<file path="src/source/gps_demod_pkg.sv">
// GPS L1 C/A tracking channel shared definitions
// Register op bits, code constants, LO tables and the write data layout

package gps_demod_pkg;

    ////////////////////////////////////////////////////////////////////
    // Op word bit positions

    // One-hot select of the register a CPU write updates
    localparam int op_set_sat    = 0;
    localparam int op_set_pause  = 1;
    localparam int op_set_lo_nco = 2;
    localparam int op_set_cg_nco = 3;

    ////////////////////////////////////////////////////////////////////
    // C/A code

    // Chips per code period
    localparam int CODE_LEN  = 1023;
    // Chip counter width
    localparam int CHIP_BITS = 10;

    ////////////////////////////////////////////////////////////////////
    // Quadrature LO

    // Indexed by carrier phase bits 31:30
    // Cosine leads sine by a quarter cycle
    localparam logic [3:0] lo_sin_tab = 4'b1100;
    localparam logic [3:0] lo_cos_tab = 4'b0110;

    ////////////////////////////////////////////////////////////////////
    // Register write data

    // Satellite select word
    // With g2_init clear the G2 field is a tap mask, bit n-1 for stage n
    typedef struct packed {
        logic [19:0] pad;
        logic        reserved;
        logic        g2_init;
        logic [9:0]  g2_state;
    } sat_sel_t;

    // Same write word seen as an NCO rate or a satellite select
    typedef union packed {
        logic [31:0] rate;
        sat_sel_t    sat;
    } reg_data_u;

endpackage

</file>
<file path="src/source/epl_if.sv">
// Early/prompt/late code bus
// Carries the three code replicas and the epoch strobe from the
// code timing block into the correlator

`timescale 1ns/1ps

interface epl_if;

    // Current chip straight from the Gold code generator
    logic code_e;
    // Half a chip behind early
    logic code_p;
    // One chip behind early
    logic code_l;
    // One cycle when the prompt chip index is 0
    logic epoch;

    modport code_src (
        output code_e,
        output code_p,
        output code_l,
        output epoch
    );

    modport code_dst (
        input code_e,
        input code_p,
        input code_l,
        input epoch
    );

endinterface

</file>
<file path="src/source/iq_if.sv">
// Integrate-and-dump result bus
// Six correlator sums plus the dump strobe, correlator to serializer

`timescale 1ns/1ps

interface iq_if #(
    parameter int INTEG_BITS = 18
);

    // Sums as they stand before the clear
    logic [INTEG_BITS-1:0] ie;
    logic [INTEG_BITS-1:0] qe;
    logic [INTEG_BITS-1:0] ip;
    logic [INTEG_BITS-1:0] qp;
    logic [INTEG_BITS-1:0] il;
    logic [INTEG_BITS-1:0] ql;
    // Epoch delayed one clock
    logic                  dump;

    modport acc_src (
        output ie, qe, ip, qp, il, ql,
        output dump
    );

    modport acc_dst (
        input ie, qe, ip, qp, il, ql,
        input dump
    );

endinterface

</file>
<file path="src/source/chan_ctrl_regs.sv">
// Channel control registers
// Decodes CPU writes into satellite select, code and carrier NCO rates,
// and holds the code generator pause/resume state

`timescale 1ns/1ps

module chan_ctrl_regs import gps_demod_pkg::*; (
    input  logic        clk,
    input  logic        rst,
    input  logic        wr_reg,
    input  logic [15:0] op,
    input  logic [31:0] tos,
    input  logic        cg_resume,
    output logic        g2_init,
    output logic [9:0]  g2_state,
    output logic [31:0] cg_rate,
    output logic [31:0] lo_rate,
    output logic        cg_en
);

    // One write word, two readings
    reg_data_u wr_data;

    assign wr_data = tos;

    // Every register whose op bit is set takes the word
    always_ff @(posedge clk) begin
        if (rst) begin
            g2_init  <= 1'b0;
            g2_state <= '0;
            cg_rate  <= '0;
            lo_rate  <= '0;
        end else if (wr_reg) begin
            if (op[op_set_sat]) begin
                g2_init  <= wr_data.sat.g2_init;
                g2_state <= wr_data.sat.g2_state;
            end
            if (op[op_set_lo_nco])
                lo_rate <= wr_data.rate;
            if (op[op_set_cg_nco])
                cg_rate <= wr_data.rate;
        end
    end

    // Pause freezes the code NCO until the CPU strobes resume
    always_ff @(posedge clk) begin
        if (rst)
            cg_en <= 1'b0;
        else if (wr_reg && op[op_set_pause])
            cg_en <= 1'b0;
        else if (!cg_en && cg_resume)
            cg_en <= 1'b1;
    end

endmodule

</file>
<file path="src/source/ca_code_gen.sv">
// C/A Gold code generator
// Two ten-stage LFSRs, G1 and G2, stepped once per chip.
// G2 either starts from a loaded state or is tapped by a phase mask.

`timescale 1ns/1ps

module ca_code_gen (
    input  logic       clk,
    input  logic       rst,
    input  logic       g2_init,
    input  logic [9:0] g2_state,
    input  logic       advance,
    output logic       chip
);

    // Stage n lives in bit n-1
    logic [9:0] g1;
    logic [9:0] g2;
    logic [9:0] g1_next;
    logic [9:0] g2_next;
    logic [9:0] g2_start;
    logic       g1_fb;
    logic       g2_fb;
    logic       g2_out;

    ////////////////////////////////////////////////////////////////////
    // Feedback

    // G1 = 1 + x^3 + x^10
    assign g1_fb = g1[2] ^ g1[9];

    // G2 = 1 + x^2 + x^3 + x^6 + x^8 + x^9 + x^10
    assign g2_fb = g2[1] ^ g2[2] ^ g2[5] ^ g2[7] ^ g2[8] ^ g2[9];

    assign g1_next = {g1[8:0], g1_fb};
    assign g2_next = {g2[8:0], g2_fb};

    // Explicit start state, or all ones for the tap mask method
    assign g2_start = g2_init ? g2_state : '1;

    ////////////////////////////////////////////////////////////////////
    // Output

    // Phase taps act as a delayed G2, loaded state reads stage 10
    assign g2_out = g2_init ? g2[9] : ^(g2 & g2_state);
    assign chip   = g1[9] ^ g2_out;

    ////////////////////////////////////////////////////////////////////
    // Registers

    // G1 back at all ones marks the end of the code period
    always_ff @(posedge clk) begin
        if (rst) begin
            g1 <= '1;
            g2 <= g2_start;
        end else if (advance) begin
            if (g1_next == '1) begin
                g1 <= '1;
                g2 <= g2_start;
            end else begin
                g1 <= g1_next;
                g2 <= g2_next;
            end
        end
    end

endmodule

</file>
<file path="src/source/code_nco.sv">
// Code timing
// 32-bit code NCO with quarter, half and full chip carries, chip counter,
// early/prompt/late latching, epoch strobe and the code-phase replica

`timescale 1ns/1ps

module code_nco import gps_demod_pkg::*; (
    input  logic        clk,
    input  logic        rst,
    input  logic [31:0] cg_rate,
    input  logic        cg_en,
    input  logic        g2_init,
    input  logic [9:0]  g2_state,
    epl_if.code_src     epl,
    output logic [15:0] replica
);

    logic [31:0]          phase;
    logic [31:0]          phase_next;
    logic [30:0]          sum_lo;
    logic [1:0]           sum_30;
    logic [1:0]           sum_31;
    logic                 quarter_chip;
    logic                 half_chip;
    logic                 full_chip;
    logic                 half_chip_en;
    logic                 full_chip_en;
    logic [CHIP_BITS-1:0] chip_cnt;
    logic [CHIP_BITS-1:0] chip_idx;
    logic                 code_e;
    logic                 code_p;
    logic                 code_l;
    logic                 epoch;

    ////////////////////////////////////////////////////////////////////
    // Phase accumulator split at bits 29, 30 and 31

    assign sum_lo       = {1'b0, phase[29:0]} + {1'b0, cg_rate[29:0]};
    assign quarter_chip = sum_lo[30];

    assign sum_30    = {1'b0, phase[30]} + {1'b0, cg_rate[30]} + {1'b0, quarter_chip};
    assign half_chip = sum_30[1];

    assign sum_31    = {1'b0, phase[31]} + {1'b0, cg_rate[31]} + {1'b0, half_chip};
    assign full_chip = sum_31[1];

    assign phase_next = {sum_31[0], sum_30[0], sum_lo[29:0]};

    // A frozen accumulator produces no chip events
    assign half_chip_en = half_chip & cg_en;
    assign full_chip_en = full_chip & cg_en;

    always_ff @(posedge clk) begin
        if (rst)
            phase <= '0;
        else if (cg_en)
            phase <= phase_next;
    end

    ////////////////////////////////////////////////////////////////////
    // Gold code, steps with the chip counter

    ca_code_gen u_ca_code_gen (
        .clk      (clk),
        .rst      (rst),
        .g2_init  (g2_init),
        .g2_state (g2_state),
        .advance  (full_chip_en),
        .chip     (code_e)
    );

    ////////////////////////////////////////////////////////////////////
    // Chip count and E/P/L latching

    always_ff @(posedge clk) begin
        if (rst) begin
            chip_cnt <= '0;
            chip_idx <= '0;
            code_p   <= 1'b0;
            code_l   <= 1'b0;
            epoch    <= 1'b0;
        end else begin
            if (full_chip_en)
                chip_cnt <= (chip_cnt == CHIP_BITS'(CODE_LEN - 1)) ? '0 : chip_cnt + 1'b1;

            epoch <= 1'b0;
            if (half_chip_en) begin
                if (full_chip_en) begin
                    // Chip boundary, late follows prompt
                    code_l <= code_p;
                end else begin
                    // Mid chip, prompt follows early
                    code_p   <= code_e;
                    chip_idx <= chip_cnt;
                    epoch    <= (chip_cnt == '0);
                end
            end
        end
    end

    assign epl.code_e = code_e;
    assign epl.code_p = code_p;
    assign epl.code_l = code_l;
    assign epl.epoch  = epoch;

    // Half-chip flag, fine phase and prompt chip index
    assign replica = {~phase[31], phase[30:26], chip_idx};

endmodule

</file>
<file path="src/source/carrier_correlator.sv">
// Carrier NCO and correlator bank
// One-bit quadrature LO mixing of the IF sample against early, prompt
// and late code, followed by six integrate-and-dump accumulators

`timescale 1ns/1ps

module carrier_correlator import gps_demod_pkg::*; #(
    parameter int INTEG_BITS = 18
) (
    input  logic        clk,
    input  logic        rst,
    input  logic        sample,
    input  logic [31:0] lo_rate,
    epl_if.code_dst     epl,
    iq_if.acc_src       iq
);

    logic [31:0]           lo_phase;
    logic                  lo_i;
    logic                  lo_q;
    // Mixer bits in the order ie, qe, ip, qp, il, ql
    logic [5:0]            mix;
    logic [INTEG_BITS-1:0] acc [6];
    logic                  dump;
    logic                  half_cnt;
    logic                  half_bit;

    ////////////////////////////////////////////////////////////////////
    // Carrier NCO, free running

    always_ff @(posedge clk) begin
        if (rst)
            lo_phase <= '0;
        else
            lo_phase <= lo_phase + lo_rate;
    end

    assign lo_i = lo_sin_tab[lo_phase[31:30]];
    assign lo_q = lo_cos_tab[lo_phase[31:30]];

    ////////////////////////////////////////////////////////////////////
    // Mixers

    // XOR is one-bit multiply, one register stage
    always_ff @(posedge clk) begin
        mix[0] <= sample ^ epl.code_e ^ lo_i;
        mix[1] <= sample ^ epl.code_e ^ lo_q;
        mix[2] <= sample ^ epl.code_p ^ lo_i;
        mix[3] <= sample ^ epl.code_p ^ lo_q;
        mix[4] <= sample ^ epl.code_l ^ lo_i;
        mix[5] <= sample ^ epl.code_l ^ lo_q;
    end

    ////////////////////////////////////////////////////////////////////
    // Integrate and dump

    // Dump lines up with the first mixed term of the new epoch
    always_ff @(posedge clk) begin
        if (rst)
            dump <= 1'b0;
        else
            dump <= epl.epoch;
    end

    // Alternating bit adds one every second sample
    // Zero on the dump cycle
    assign half_bit = dump ? 1'b0 : half_cnt;

    always_ff @(posedge clk) begin
        if (rst)
            half_cnt <= 1'b0;
        else
            half_cnt <= ~half_bit;
    end

    // Each term is half_bit minus the mixed bit
    always_ff @(posedge clk) begin
        for (int k = 0; k < 6; k++) begin
            if (rst)
                acc[k] <= '0;
            else
                acc[k] <= (dump ? '0 : acc[k]) + {INTEG_BITS{mix[k]}} +
                          INTEG_BITS'(half_bit);
        end
    end

    assign iq.ie   = acc[0];
    assign iq.qe   = acc[1];
    assign iq.ip   = acc[2];
    assign iq.qp   = acc[3];
    assign iq.il   = acc[4];
    assign iq.ql   = acc[5];
    assign iq.dump = dump;

endmodule

</file>
<file path="src/source/iq_serializer.sv">
// IQ serializer
// Snapshots the six correlator sums at dump and shifts them out MSB
// first, one bit per CPU shift pulse

`timescale 1ns/1ps

module iq_serializer #(
    parameter int INTEG_BITS = 18
) (
    input  logic   clk,
    input  logic   rst,
    input  logic   shift,
    iq_if.acc_dst  iq,
    output logic   sout
);

    localparam int ser_bits = 6 * INTEG_BITS;

    logic [ser_bits-1:0] ser_iq;

    // Prompt pair first, then early, then late
    // A fresh dump overwrites whatever has not been shifted yet
    always_ff @(posedge clk) begin
        if (rst)
            ser_iq <= '0;
        else if (iq.dump)
            ser_iq <= {iq.ip, iq.qp, iq.ie, iq.qe, iq.il, iq.ql};
        else if (shift)
            ser_iq <= ser_iq << 1;
    end

    assign sout = ser_iq[ser_bits-1];

endmodule

</file>
<file path="src/source/gps_demod.sv">
// GPS L1 C/A tracking channel, top level
// CPU register decode, code timing, carrier correlator and serial
// readout of the six integrate-and-dump sums

`timescale 1ns/1ps

module gps_demod #(
    parameter int INTEG_BITS = 18
) (
    input  logic        clk,
    input  logic        rst,
    input  logic        sample,
    input  logic        cg_resume,
    input  logic        wr_reg,
    input  logic [15:0] op,
    input  logic [31:0] tos,
    input  logic        shift,
    output logic        sout,
    output logic        ms0,
    output logic [15:0] replica
);

    logic        g2_init;
    logic [9:0]  g2_state;
    logic [31:0] cg_rate;
    logic [31:0] lo_rate;
    logic        cg_en;

    epl_if                               epl_bus ();
    iq_if #(.INTEG_BITS(INTEG_BITS))     iq_bus ();

    ////////////////////////////////////////////////////////////////////
    // Control

    chan_ctrl_regs u_chan_ctrl_regs (
        .clk       (clk),
        .rst       (rst),
        .wr_reg    (wr_reg),
        .op        (op),
        .tos       (tos),
        .cg_resume (cg_resume),
        .g2_init   (g2_init),
        .g2_state  (g2_state),
        .cg_rate   (cg_rate),
        .lo_rate   (lo_rate),
        .cg_en     (cg_en)
    );

    ////////////////////////////////////////////////////////////////////
    // Code timing, correlation, readout

    code_nco u_code_nco (
        .clk      (clk),
        .rst      (rst),
        .cg_rate  (cg_rate),
        .cg_en    (cg_en),
        .g2_init  (g2_init),
        .g2_state (g2_state),
        .epl      (epl_bus.code_src),
        .replica  (replica)
    );

    carrier_correlator #(.INTEG_BITS(INTEG_BITS)) u_carrier_correlator (
        .clk     (clk),
        .rst     (rst),
        .sample  (sample),
        .lo_rate (lo_rate),
        .epl     (epl_bus.code_dst),
        .iq      (iq_bus.acc_src)
    );

    iq_serializer #(.INTEG_BITS(INTEG_BITS)) u_iq_serializer (
        .clk   (clk),
        .rst   (rst),
        .shift (shift),
        .iq    (iq_bus.acc_dst),
        .sout  (sout)
    );

    // Epoch straight out to the CPU
    assign ms0 = epl_bus.epoch;

endmodule

</file>
<file path="config.mk">
export PLATFORM = sky130hd
export DESIGN_NAME = gps_demod
export DESIGN_NICKNAME = d
export VERILOG_FILES = /design/src/source/gps_demod_pkg.sv /design/src/source/epl_if.sv /design/src/source/iq_if.sv /design/src/source/chan_ctrl_regs.sv /design/src/source/ca_code_gen.sv /design/src/source/code_nco.sv /design/src/source/carrier_correlator.sv /design/src/source/iq_serializer.sv /design/src/source/gps_demod.sv
export SDC_FILE = /design/constraint.sdc
export NUM_CORES = 1
export LEC_CHECK = 0
export ABC_AREA = 1
export ABC_CLOCK_PERIOD_IN_PS = 10300
export BUFFER_PORTS_ARGS = -buffer_cell sky130_fd_sc_hd__buf_2
export CAP_MARGIN = 5
export CORE_MARGIN = 2
export CORE_UTILIZATION = 70
export CTS_BUF_LIST = sky130_fd_sc_hd__clkbuf_2
export DETAILED_ROUTE_END_ITERATION = 6
export GPL_TIMING_DRIVEN = 0
export PLACE_DENSITY = 0.85
export SYNTH_ARGS = -nofsm -noshare
export SYNTH_HDL_FRONTEND = slang
export SYNTH_SLANG_ARGS = --single-unit
</file>
<file path="constraint.sdc">
create_clock -name clk -period 10.3 [get_ports clk]
set_input_delay 0.515 -clock clk [delete_from_list [all_inputs] [get_ports clk]]
set_output_delay 0.515 -clock clk [all_outputs]
set_load 0.005 [all_outputs]
</file>
# Yosys cells after proc, flatten, opt, wreduce, memory -nomap -nowiden
# Memory sizes are Yosys's and may differ from the RTL's.
# Index checks and enable logic that the tools add are counted.
[classes]
n_lt_le_gt_ge = 1
muxes = 29
n_reduce_logical = 14
n_eq_ne = 2
addsub = 19
bitwise_logic = 29
[op_table]
columns = ["cell", "count"]
rows = [
  ["two-way mux 108 bit", 2],
  ["two-way mux 18 bit", 12],
  ["adder 18 x 1 -> 18 bit", 6],
  ["adder 18 bit", 6],
  ["two-way mux 10 bit", 6],
  ["adder 32 bit", 1],
  ["adder 30 x 30 -> 31 bit", 1],
  ["equality test 10 bit, second input constant", 2],
  ["bitwise XOR 1 bit", 16],
  ["adder 10 x 1 -> 10 bit, second input constant", 1],
  ["bitwise AND 10 bit", 1],
  ["zero test 10 bit", 1],
  ["AND reduction 2 bit", 5],
  ["XOR reduction 10 bit", 1],
  ["two-way mux 1 bit", 7],
  ["OR 1 bit", 6],
  ["adder 1 x 1 -> 2 bit", 2],
  ["adder 2 x 1 -> 2 bit", 2],
  ["binary-select mux 1 bit (select 2 bit)", 2],
  ["NOT 1 bit", 4],
  ["nonzero test 2 bit", 2],
  ["< comparator 2 x 3 -> 1 bit, second input constant", 1],
  ["OR reduction 3 bit", 1],
  ["bitwise AND 1 bit", 2],
  ["3 further kinds", 4],
]
[totals]
ff_bits = 299
output_inout_bits = 18
wordCells = 113
mem_bits_rw = 108
mem_count = 1
in_bits = 54
[mem_list]
columns = ["name", "depth", "width", "rd", "rd_ports_with_merged_regs", "wr", "line", "source"]
rows = [
  ["u_carrier_correlator.acc", 6, 18, 6, 0, 6, "carrier_correlator.sv:23", "logic [INTEG_BITS-1:0] acc [6];"],
]

# Logic depth before layout (Yosys ltp)
# Gate-level depths: netlist (run 1).
[logic_depth]
word_depth = 8
ltp_mapped = 22
ltp_nobuf = 22

# Modules after synthesis
# Synthesis (run 1) repeated with hierarchy kept, for this count alone.
[hier_totals]
cells_unflattened = 4260
area_unflattened_um2 = 26289.0
[modules_own_cells]
columns = ["mod", "n_inst", "area_per_inst_um2", "cells_each"]
rows = [
  ["carrier_correlator", 1, 12578.3, 2076],
  ["iq_serializer", 1, 5128.7, 815],
  ["code_nco", 1, 4355.4, 743],
  ["chan_ctrl_regs", 1, 3108.0, 481],
  ["ca_code_gen", 1, 1118.6, 145],
]

# Worst setup path before layout (run 1)
# No wires, ideal clock.
[synth_path]
kind = "flip-flop to flip-flop"
start = "reg u_chan_ctrl_regs.cg_rate[3]"
end = "reg u_code_nco.chip_idx[7]"
synth_period_minus_slack_ps = 3335
path_stages_with_launch = 19
setup_slack_ps = 6965
arrival_time_ps = 3198
setup_ps = 137
path_buffers = 1
path_cell_list = "dfxtp_1 ha_1 a21oi_1 o21ai_2 a21oi_4 o21ai_4 nand2_1 nand2_2 nand2_1 nand2_1 nand3_1 nand2_1 fa_1 fa_1 nand2_1 nand3_1 clkinv_1 clkbuf_1 a211oi_1"
[synth_between]
elab_chain_cells = 6
[synth_lines]
columns = ["element", "line", "source"]
rows = [
  ["start: declaration", "chan_ctrl_regs.sv:16", "output logic [31:0] cg_rate,"],
  ["start signal: assignment", "chan_ctrl_regs.sv:41", "cg_rate <= wr_data.rate;"],
  ["adder 30 x 30 -> 31 bit *", "code_nco.sv:38", "assign sum_lo = {1'b0, phase[29:0]} + {1'b0, cg_rate[29:0]};"],
  ["adder 2 x 1 -> 2 bit *", "code_nco.sv:41", "assign sum_30 = {1'b0, phase[30]} + {1'b0, cg_rate[30]} + {1'b0, quarter_chip};"],
  ["adder 2 x 1 -> 2 bit", "code_nco.sv:44", "assign sum_31 = {1'b0, phase[31]} + {1'b0, cg_rate[31]} + {1'b0, half_chip};"],
  ["bitwise AND 1 bit", "code_nco.sv:51", "assign full_chip_en = full_chip & cg_en;"],
  ["NOT 1 bit (no line)", "-", ""],
  ["AND reduction 2 bit (no line) *", "-", ""],
  ["end signal: assignment", "code_nco.sv:94", "chip_idx <= chip_cnt;"],
  ["end: declaration", "code_nco.sv:29", "logic [CHIP_BITS-1:0] chip_idx;"],
]
# Every way passes the cells marked *; elsewhere a longest branch is shown, timed or not.
# A chain may end at the register's enable or synchronous reset.

==> results of run 1 <==
## per-layer routing
metal	track usage	share of wire	vias to the layer above	routed length, microns
li1	-	-	11298	-
met1	0.4306	0.40	10663	25780
met2	0.6550	0.48	941	31040
met3	0.06882	0.066	284	4289
met4	0.2394	0.064	0	4146
met5	0	0	-	0
## tightest hold or removal path, stage by stage
cell and delay, ns:
buf_2 0.12, nor2_1 0.06, clkbuf_1 0.22, a22oi_1 0.18
## worst paths after layout
| kind | slack [ns] | startpoint | endpoint | depth (start not counted) |
|---|---|---|---|---|
| max | 5.50 | u_carrier_correlator.iq.dump | u_carrier_correlator.acc[1][12] | 18 |
| min | 0.09 | rst | u_code_nco.u_ca_code_gen.g1[1] | 4 |
| min reg2reg | 0.45 | u_carrier_correlator.half_cnt | u_carrier_correlator.half_cnt | 1 |
| max reg2reg | 5.50 | u_carrier_correlator.iq.dump | u_carrier_correlator.acc[1][12] | 18 |
## through the flow
step	area (sq um)	hold slack, ns	std cells	total power [W]
2_1_floorplan	22910	0.4124	3199	0.003925
3_3_place_gp	23750	0.4203	3699	0.004355
3_5_place_dp	23750	0.4341	3699	0.004458
4_1_cts	25200	0.01744	3930	0.005619
5_1_grt	25200	0.07936	3931	0.006126
6_report	25210	0.09364	3934	0.005665
## synth_stat cells, drive strengths merged, types with 18 or more instances
| cell type | number |
|---|---|
| xor2 | 32 |
| a21oi | 387 |
| o21ai | 276 |
| nor2 | 628 |
| o221ai | 109 |
| dfxtp | 397 |
| xnor2 | 18 |
| buf | 27 |
| clkbuf | 100 |
| nand2 | 386 |
| inv | 369 |
| ha | 160 |
| nand3 | 100 |
| o21a | 31 |
| nor3 | 32 |
| nand4 | 18 |
## cell families (layout without fill, tap and decap cells)
logic type	after synthesis	count (layout)	synth area share
other	0	4	0
and+or+nand+nor	1177	1177	0.2064
adders and majority gates	176	176	0.1014
DFF	407	407	0.3600
AOI/OAI and AO/OA	890	890	0.2297
xor gates and xnor gates	50	50	0.01944
buffers and inverters	499	788	0.08307
## where the power goes
part / internal (W) / total (W) / leakage, nW / switching (W)
sequential: 0.00186 / 0.00208 / 3.37 / 0.000215
combinational: 0.000889 / 0.00243 / 7.64 / 0.00154
clock: 0.000470 / 0.00116 / 0.732 / 0.000689
## registers in the layout, summed over array words and instances (netlist names)
register,flops
u_chan_ctrl_regs.cg_en,1
u_code_nco.chip_cnt,10
u_code_nco.phase,32
u_code_nco.epl.epoch,1
u_chan_ctrl_regs.cg_rate,32
u_chan_ctrl_regs.lo_rate,32
u_carrier_correlator.lo_phase,32
u_code_nco.epl.code_l,1
u_code_nco.epl.code_p,1
u_carrier_correlator.half_cnt,1
u_chan_ctrl_regs.g2_init,1
u_carrier_correlator.mix,6
u_iq_serializer.ser_iq,108
u_code_nco.u_ca_code_gen.g2,10
u_code_nco.u_ca_code_gen.g1,10
u_chan_ctrl_regs.g2_state,10
u_carrier_correlator.acc,108
u_code_nco.chip_idx,10
u_carrier_correlator.iq.dump,1
## timing repair
| item | in CTS | in global routing |
|---|---|---|
| hold buffers | 47 | 0 |
| setup buffers | 0 | 0 |
| resized for setup | 0 | 0 |
| hold endpoints to repair | 79 | 0 |
## layout make-up
class	instances	area, sq um
diodes	4	10.01
inverters	372	1396
multi-input cells	2293	12760
flip-flops and latches	407	8248
clock inverters	32	212.7
fillers	2503	7166
well taps	442	553.0
plain buffers	127	506.7
repair buffers	105	760.7
clock buffers	152	760.7
==> run metrics, run 1 <==
result of the run=finished, final reports clean; total number of vias=between 20000 and 25000; Synth area leader=dfxtp_1; synthesis-to-layout area growth=10.03%; ys flop type=dfxtp_1; Cell Area, Synth=approximately 23000 sq um; post-synth top area share=0.3469; Root Buffer Master=clkbuf_2; CP max stage delay=0.70 ns; Post-synth EDFFs=10; CP Buf/Inv Count=6; Clock Sink Count=roughly 410; worst-margin pin slew=between 1 and 1.5 ns; first-pass GRT wire length=roughly 100000 microns; crit-path most repeated cell=nand2_1; worst setup margin=~5.5 ns; Mapped Nets=around 3400; max-cap violations=0; most frequent cells in the layout=nor2_1 (627), dfxtp_1 (397), a21oi_1 (381); die width=roughly 180 microns; sequential area share after synthesis=0.3600; Final #Nets=3638; Die Y=184.9 microns; final core occ=0.7786; routed wire length per instance=around 17 microns; Ys Warns=0; Starting Density=0.7077; Fin Setup TNS=0 ns; most common cell after layout, fill and taps aside=nor2_1; crit-path cells=buf_2, inv_1, buf_2, buf_1, nand2_1, fa_1, inv_1, fa_1, nand3_1, nand2_1, inv_1, o21a_1, o21ai_2, a21boi_1, o21ai_1, nand2_1, nand2_1, nor2_1; Synth cell types=50; Critical Path Start Type=flop; drt initial violations=1838; Peak Freq=between 200 and 250 MHz; Synth Register Bits=roughly 410; Crit path required time=~11 ns; core box area=32370 sq um; skew final=just under 0.1 ns; largest net degree at the start of global routing=20; number of port buffers=58; Cells after Synth=between 3000 and 4000; gpl congestion=0.9795; Final Cycle Share=0.4660; GRT Residual Overflow=0; Ports=between 70 and 80; P_leak=11.74 nW; CTS H-Tree Depth=3; kind of critical path=flop to flop; largest delay contributor family on the critical path=buffers and inverters; final hold vios=0; share of post-route cells with drive strength above 1=0.08142; vias in the first global route=22059; Max VDD drop=roughly 0.00013 V; drt drc=0; drt pass-1 iters=7; # rows=66; Post-synth ARST share=0; Relative slew margins=0.2618; Antenna Nets Post-Route=0; Slowest cell on crit path=nand2_1; initial antenna violation count=3; dpl hpwl=47230 microns; DIE AREA=34190 sq um; DP Worst Slack=between 5 and 6 ns; Synth Area per Inst=7.161 sq um; Num CTS Buffers=between 100 and 150; CP Capture Type=flop; min Tclk post-route=4.800 ns; final setup fails=0; CP max FO=10; Worst Hold Class=input pin to flop; dominant cells by area after synthesis=dfxtp_1 (35%), nor2_1 (10%), ha_1 (8.7%), a21oi_1 (8.3%), nand2_1 (6.1%); clk buf depth=3; pwr/cell area=roughly 220 nW/um^2; vias per cell=between 5 and 6; Total Wirelength=roughly 65000 microns; RSZ-0062 raised after global routing=no; Slew Limit Fails=0; GRT Total Usage=0.3783; CP arrival=between 5 and 6 ns; clk_lat worst skew=1.05 ns; clk slew on worst S/H paths=0.11 ns; TritonCTS clock tree=yes
Power figures use the tool's default switching activity.
==> run 2: changes to the inputs <==
--- a/config.mk
+++ b/config.mk
@@ -5,16 +5,16 @@
 export SDC_FILE = /design/constraint.sdc
 export NUM_CORES = 1
 export LEC_CHECK = 0
-export ABC_AREA = 1
-export ABC_CLOCK_PERIOD_IN_PS = 10300
+export ABC_AREA = 0
+export ABC_CLOCK_PERIOD_IN_PS = 4900
 export BUFFER_PORTS_ARGS = -buffer_cell sky130_fd_sc_hd__buf_2
 export CAP_MARGIN = 5
 export CORE_MARGIN = 2
-export CORE_UTILIZATION = 70
+export CORE_UTILIZATION = 65
 export CTS_BUF_LIST = sky130_fd_sc_hd__clkbuf_2
 export DETAILED_ROUTE_END_ITERATION = 6
 export GPL_TIMING_DRIVEN = 0
-export PLACE_DENSITY = 0.85
+export PLACE_DENSITY = 0.8
 export SYNTH_ARGS = -nofsm -noshare
 export SYNTH_HDL_FRONTEND = slang
 export SYNTH_SLANG_ARGS = --single-unit
==> constraint.sdc (replaced) <==
create_clock -name clk -period 4.9 [get_ports clk]
set_input_delay 0.245 -clock clk [delete_from_list [all_inputs] [get_ports clk]]
set_output_delay 0.245 -clock clk [all_outputs]
set_load 0.005 [all_outputs]
==> run 2 against run 1 <==
Utilization decreased by 4.6 points. Sequential share of layout area about the same. Non-clock buffer count increased by 49. First-iteration DRC count decreased by 35%. Synthesized cell count decreased by 13%. Global-route usage decreased by 4.8 points. Power increased by 96%. Setup slack got worse by 5.1 ns. Critical path type unchanged.
==> run metrics, run 2 <==
result of the run=finished, final reports clean (unchanged); HP Start=tos[22] (was rst); P_leak=11.33 nW (was 11.74 nW); CP max FO=10 (unchanged); synthesis-to-layout area growth=11.65% (was 10.03%); Crit path required time=5.75 ns (was 11.16 ns); CP max stage delay=0.67 ns (was 0.70 ns); Max VDD drop=0.0002498 V (was 0.0001318 V); Die Y=190.3 microns (was 184.9 microns); Num CTS Buffers=104 (was 102); share of post-route cells with drive strength above 1=0.08123 (was 0.08142); # rows=68 (was 66); most common cell in the netlist=nor2_1 (unchanged); largest registers=u_carrier_correlator.acc: 108 flops, u_iq_serializer.ser_iq: 108 flops (unchanged); Relative slew margins=0.2091 (was 0.2618); Critical Path Start Type=flop (unchanged); worst-margin pin slew=1.186 ns (was 1.107 ns); Ports=72 (unchanged); most instantiated cells after synthesis=nor2_1 (437), dfxtp_1 (397), a21oi_1 (327), nand2_1 (312), ha_1 (160) (was nor2_1 (627), dfxtp_1 (397), a21oi_1 (381), nand2_1 (375), inv_1 (362)); dpl hpwl=41840 microns (was 47230 microns); most frequent cells in the layout=nor2_1 (437), dfxtp_1 (397), a21oi_1 (327) (was nor2_1 (627), dfxtp_1 (397), a21oi_1 (381)); RSZ-0062 raised after global routing=no (unchanged); CP Buf/Inv Count=3 (was 6); Final Cycle Share=0.9266 (was 0.4660); postcts setup bufs=0 (unchanged); GRT Residual Overflow=0 (unchanged); Cell Area, Synth=22570 sq um (was 22910 sq um); Synth area leader=dfxtp_1 (unchanged); dominant cells by area after synthesis=dfxtp_1 (35%), ha_1 (8.9%), nor2_1 (7.3%), a21oi_1 (7.3%), mux2i_1 (5.2%) (was dfxtp_1 (35%), nor2_1 (10%), ha_1 (8.7%), a21oi_1 (8.3%), nand2_1 (6.1%)); vias per cell=5.788 (was 5.894); Slowest cell on crit path=dfxtp_1 (was nand2_1); Synth Area per Inst=8.147 sq um (was 7.161 sq um); drt drc=0 (unchanged); Clock Sink Count=407 (unchanged); Cells after Synth=2770 (was 3199); skew final=0.08239 ns (was 0.09745 ns); core box area=34370 sq um (was 32370 sq um); TritonCTS clock tree=yes (unchanged); sequential area share after synthesis=0.3655 (was 0.3600); final core occ=0.7330 (was 0.7786); initial antenna violation count=4 (was 3); Peak Freq=220.2 MHz (was 208.3 MHz); GRT Total Usage=0.3299 (was 0.3783); Post-synth EDFFs=10 (unchanged); Synth Register Bits=407 (unchanged); DP Worst Slack=-0.1074 ns (was 5.654 ns); Final #Nets=3245 (was 3638); clk buf depth=3 (unchanged); Antenna Nets Post-Route=0 (unchanged); DIE AREA=36220 sq um (was 34190 sq um); pwr/cell area=441.1 nW/um^2 (was 224.8 nW/um^2); Post-synth ARST share=0 (unchanged); number of port buffers=58 (unchanged); Mapped Nets=3000 (was 3429); Slew Limit Fails=0 (unchanged); Worst Hold Class=input pin to flop (unchanged); gpl congestion=0.9322 (was 0.9795); worst setup margin=0.3595 ns (was 5.500 ns); clk_lat worst skew=1.03 ns (was 1.05 ns); Ys Warns=0 (unchanged); R2R Path Start=u_carrier_correlator.iq.dump (unchanged); largest net degree at the start of global routing=20 (unchanged); clk slew on worst S/H paths=0.11 ns (about the same); CP arrival=5.39 ns (was 5.66 ns); first-pass GRT wire length=97010 microns (was 104500 microns); routed wire length per instance=16.89 microns (was 16.59 microns); crit-path cells=clkbuf_1, clkbuf_1, nand2b_1, fa_1, inv_1, fa_1, a21o_1, a21oi_1, o211ai_1, a311oi_1, o21bai_1, a41oi_1, xor2_1, nor2_1 (was buf_2, inv_1, buf_2, buf_1, nand2_1, fa_1, inv_1, fa_1, nand3_1, nand2_1, inv_1, o21a_1, o21ai_2, a21boi_1, o21ai_1, nand2_1, nand2_1, nor2_1); post-synth top area share=0.3522 (was 0.3469); kind of critical path=flop to flop (unchanged); ys flop type=dfxtp_1 (unchanged); final setup fails=0 (unchanged); final hold vios=0 (unchanged); Synth cell types=65 (was 50); drt pass-1 iters=7 (unchanged); drt initial violations=1198 (was 1838); CP Capture Type=flop (unchanged); CTS H-Tree Depth=3 (unchanged); CP startpoint=u_carrier_correlator.iq.dump (unchanged); die width=190.3 microns (was 184.9 microns); most common cell after layout, fill and taps aside=nor2_1 (unchanged); Total Wirelength=59940 microns (was 65260 microns); largest delay contributor family on the critical path=compound AO/OA/AOI/OAI gates (was buffers and inverters); fill cell count=2707 (was 2503); Root Buffer Master=clkbuf_2 (unchanged); max-cap violations=0 (unchanged); total number of vias=20541 (was 23186); min Tclk post-route=4.541 ns (was 4.800 ns); vias in the first global route=20428 (was 22059); Starting Density=0.6565 (was 0.7077)
==> run 2: cell type report <==
class / instances / area (sq um) / share of cell area
clock inverters: 38 / 205.2 / 0.008144
clock buffers: 143 / 715.7 / 0.02840
flip-flops and latches: 407 / 8248 / 0.3273
diodes: 4 / 10.01 / 0.0003973
repair buffers: 140 / 1111 / 0.04410
inverters: 55 / 206.4 / 0.008193
plain buffers: 141 / 551.8 / 0.02190
multi-input cells: 2166 / 13580 / 0.5389
well taps: 455 / 569.3 / 0.02259
==> run 2: what timing repair did <==
action,4_1_cts,5_1_grt
endpoints found under the setup margin,13,35
hold buffers,82,0
resized for setup,3,8
gates cloned,0,0
endpoints found under the hold margin,95,0
==> run 2: power by group <==
part	internal, W	switching, W
registers	0.00380	0.000329
logic	0.00214	0.00253
clock network	0.000896	0.00142
==> run 2: kinds of logic after synthesis <==
kind of cell	count (synthesis)	share of synthesized area
AND/OR/NAND/NOR	1068	0.2104
AO/OA/AOI/OAI	635	0.1689
flip-flops	407	0.3655
buffers and inverters	197	0.03360
adder cells (fa/ha/maj)	176	0.1029
XOR/XNOR	162	0.06287
multiplexers	125	0.05583
==> run 2: final timing paths <==
path	to	cells past startpoint	slack (ns)
min	u_chan_ctrl_regs.cg_rate[22]	4	0.08
max	u_carrier_correlator.acc[1][16]	14	0.36
max reg2reg	u_carrier_correlator.acc[1][16]	14	0.36
min reg2reg	u_code_nco.chip_idx[0]	2	0.46
==> run 2: stage by stage <==
step           cells  power, W  hold WS (ns)  instance area, sq um  setup TNS [ns]
3_5_place_dp    3283  0.008708        0.4473                 23430          -1.075
2_1_floorplan   2770  0.007810        0.3406                 22570               0
6_report        3549   0.01112       0.07765                 25200               0
3_3_place_gp    3283  0.008486        0.4395                 23430         -0.1528
4_1_cts         3546   0.01108     0.0005996                 25170               0
5_1_grt         3549   0.01194       0.04973                 25200               0
==> run 2: worst min-delay path, delay by kind of cell <==
kind,cells,cell delay [ns]
and+or+nand+nor,1,0.06
AOI/OAI and AO/OA,1,0.05
buffers and inverters,2,0.68
==> run 2: routing by layer <==
layer | track usage | part of all wire
met4 | 0.1866 | 0.050
met2 | 0.5835 | 0.49
met1 | 0.3778 | 0.41
met5 | 0 | 0
met3 | 0.05318 | 0.053
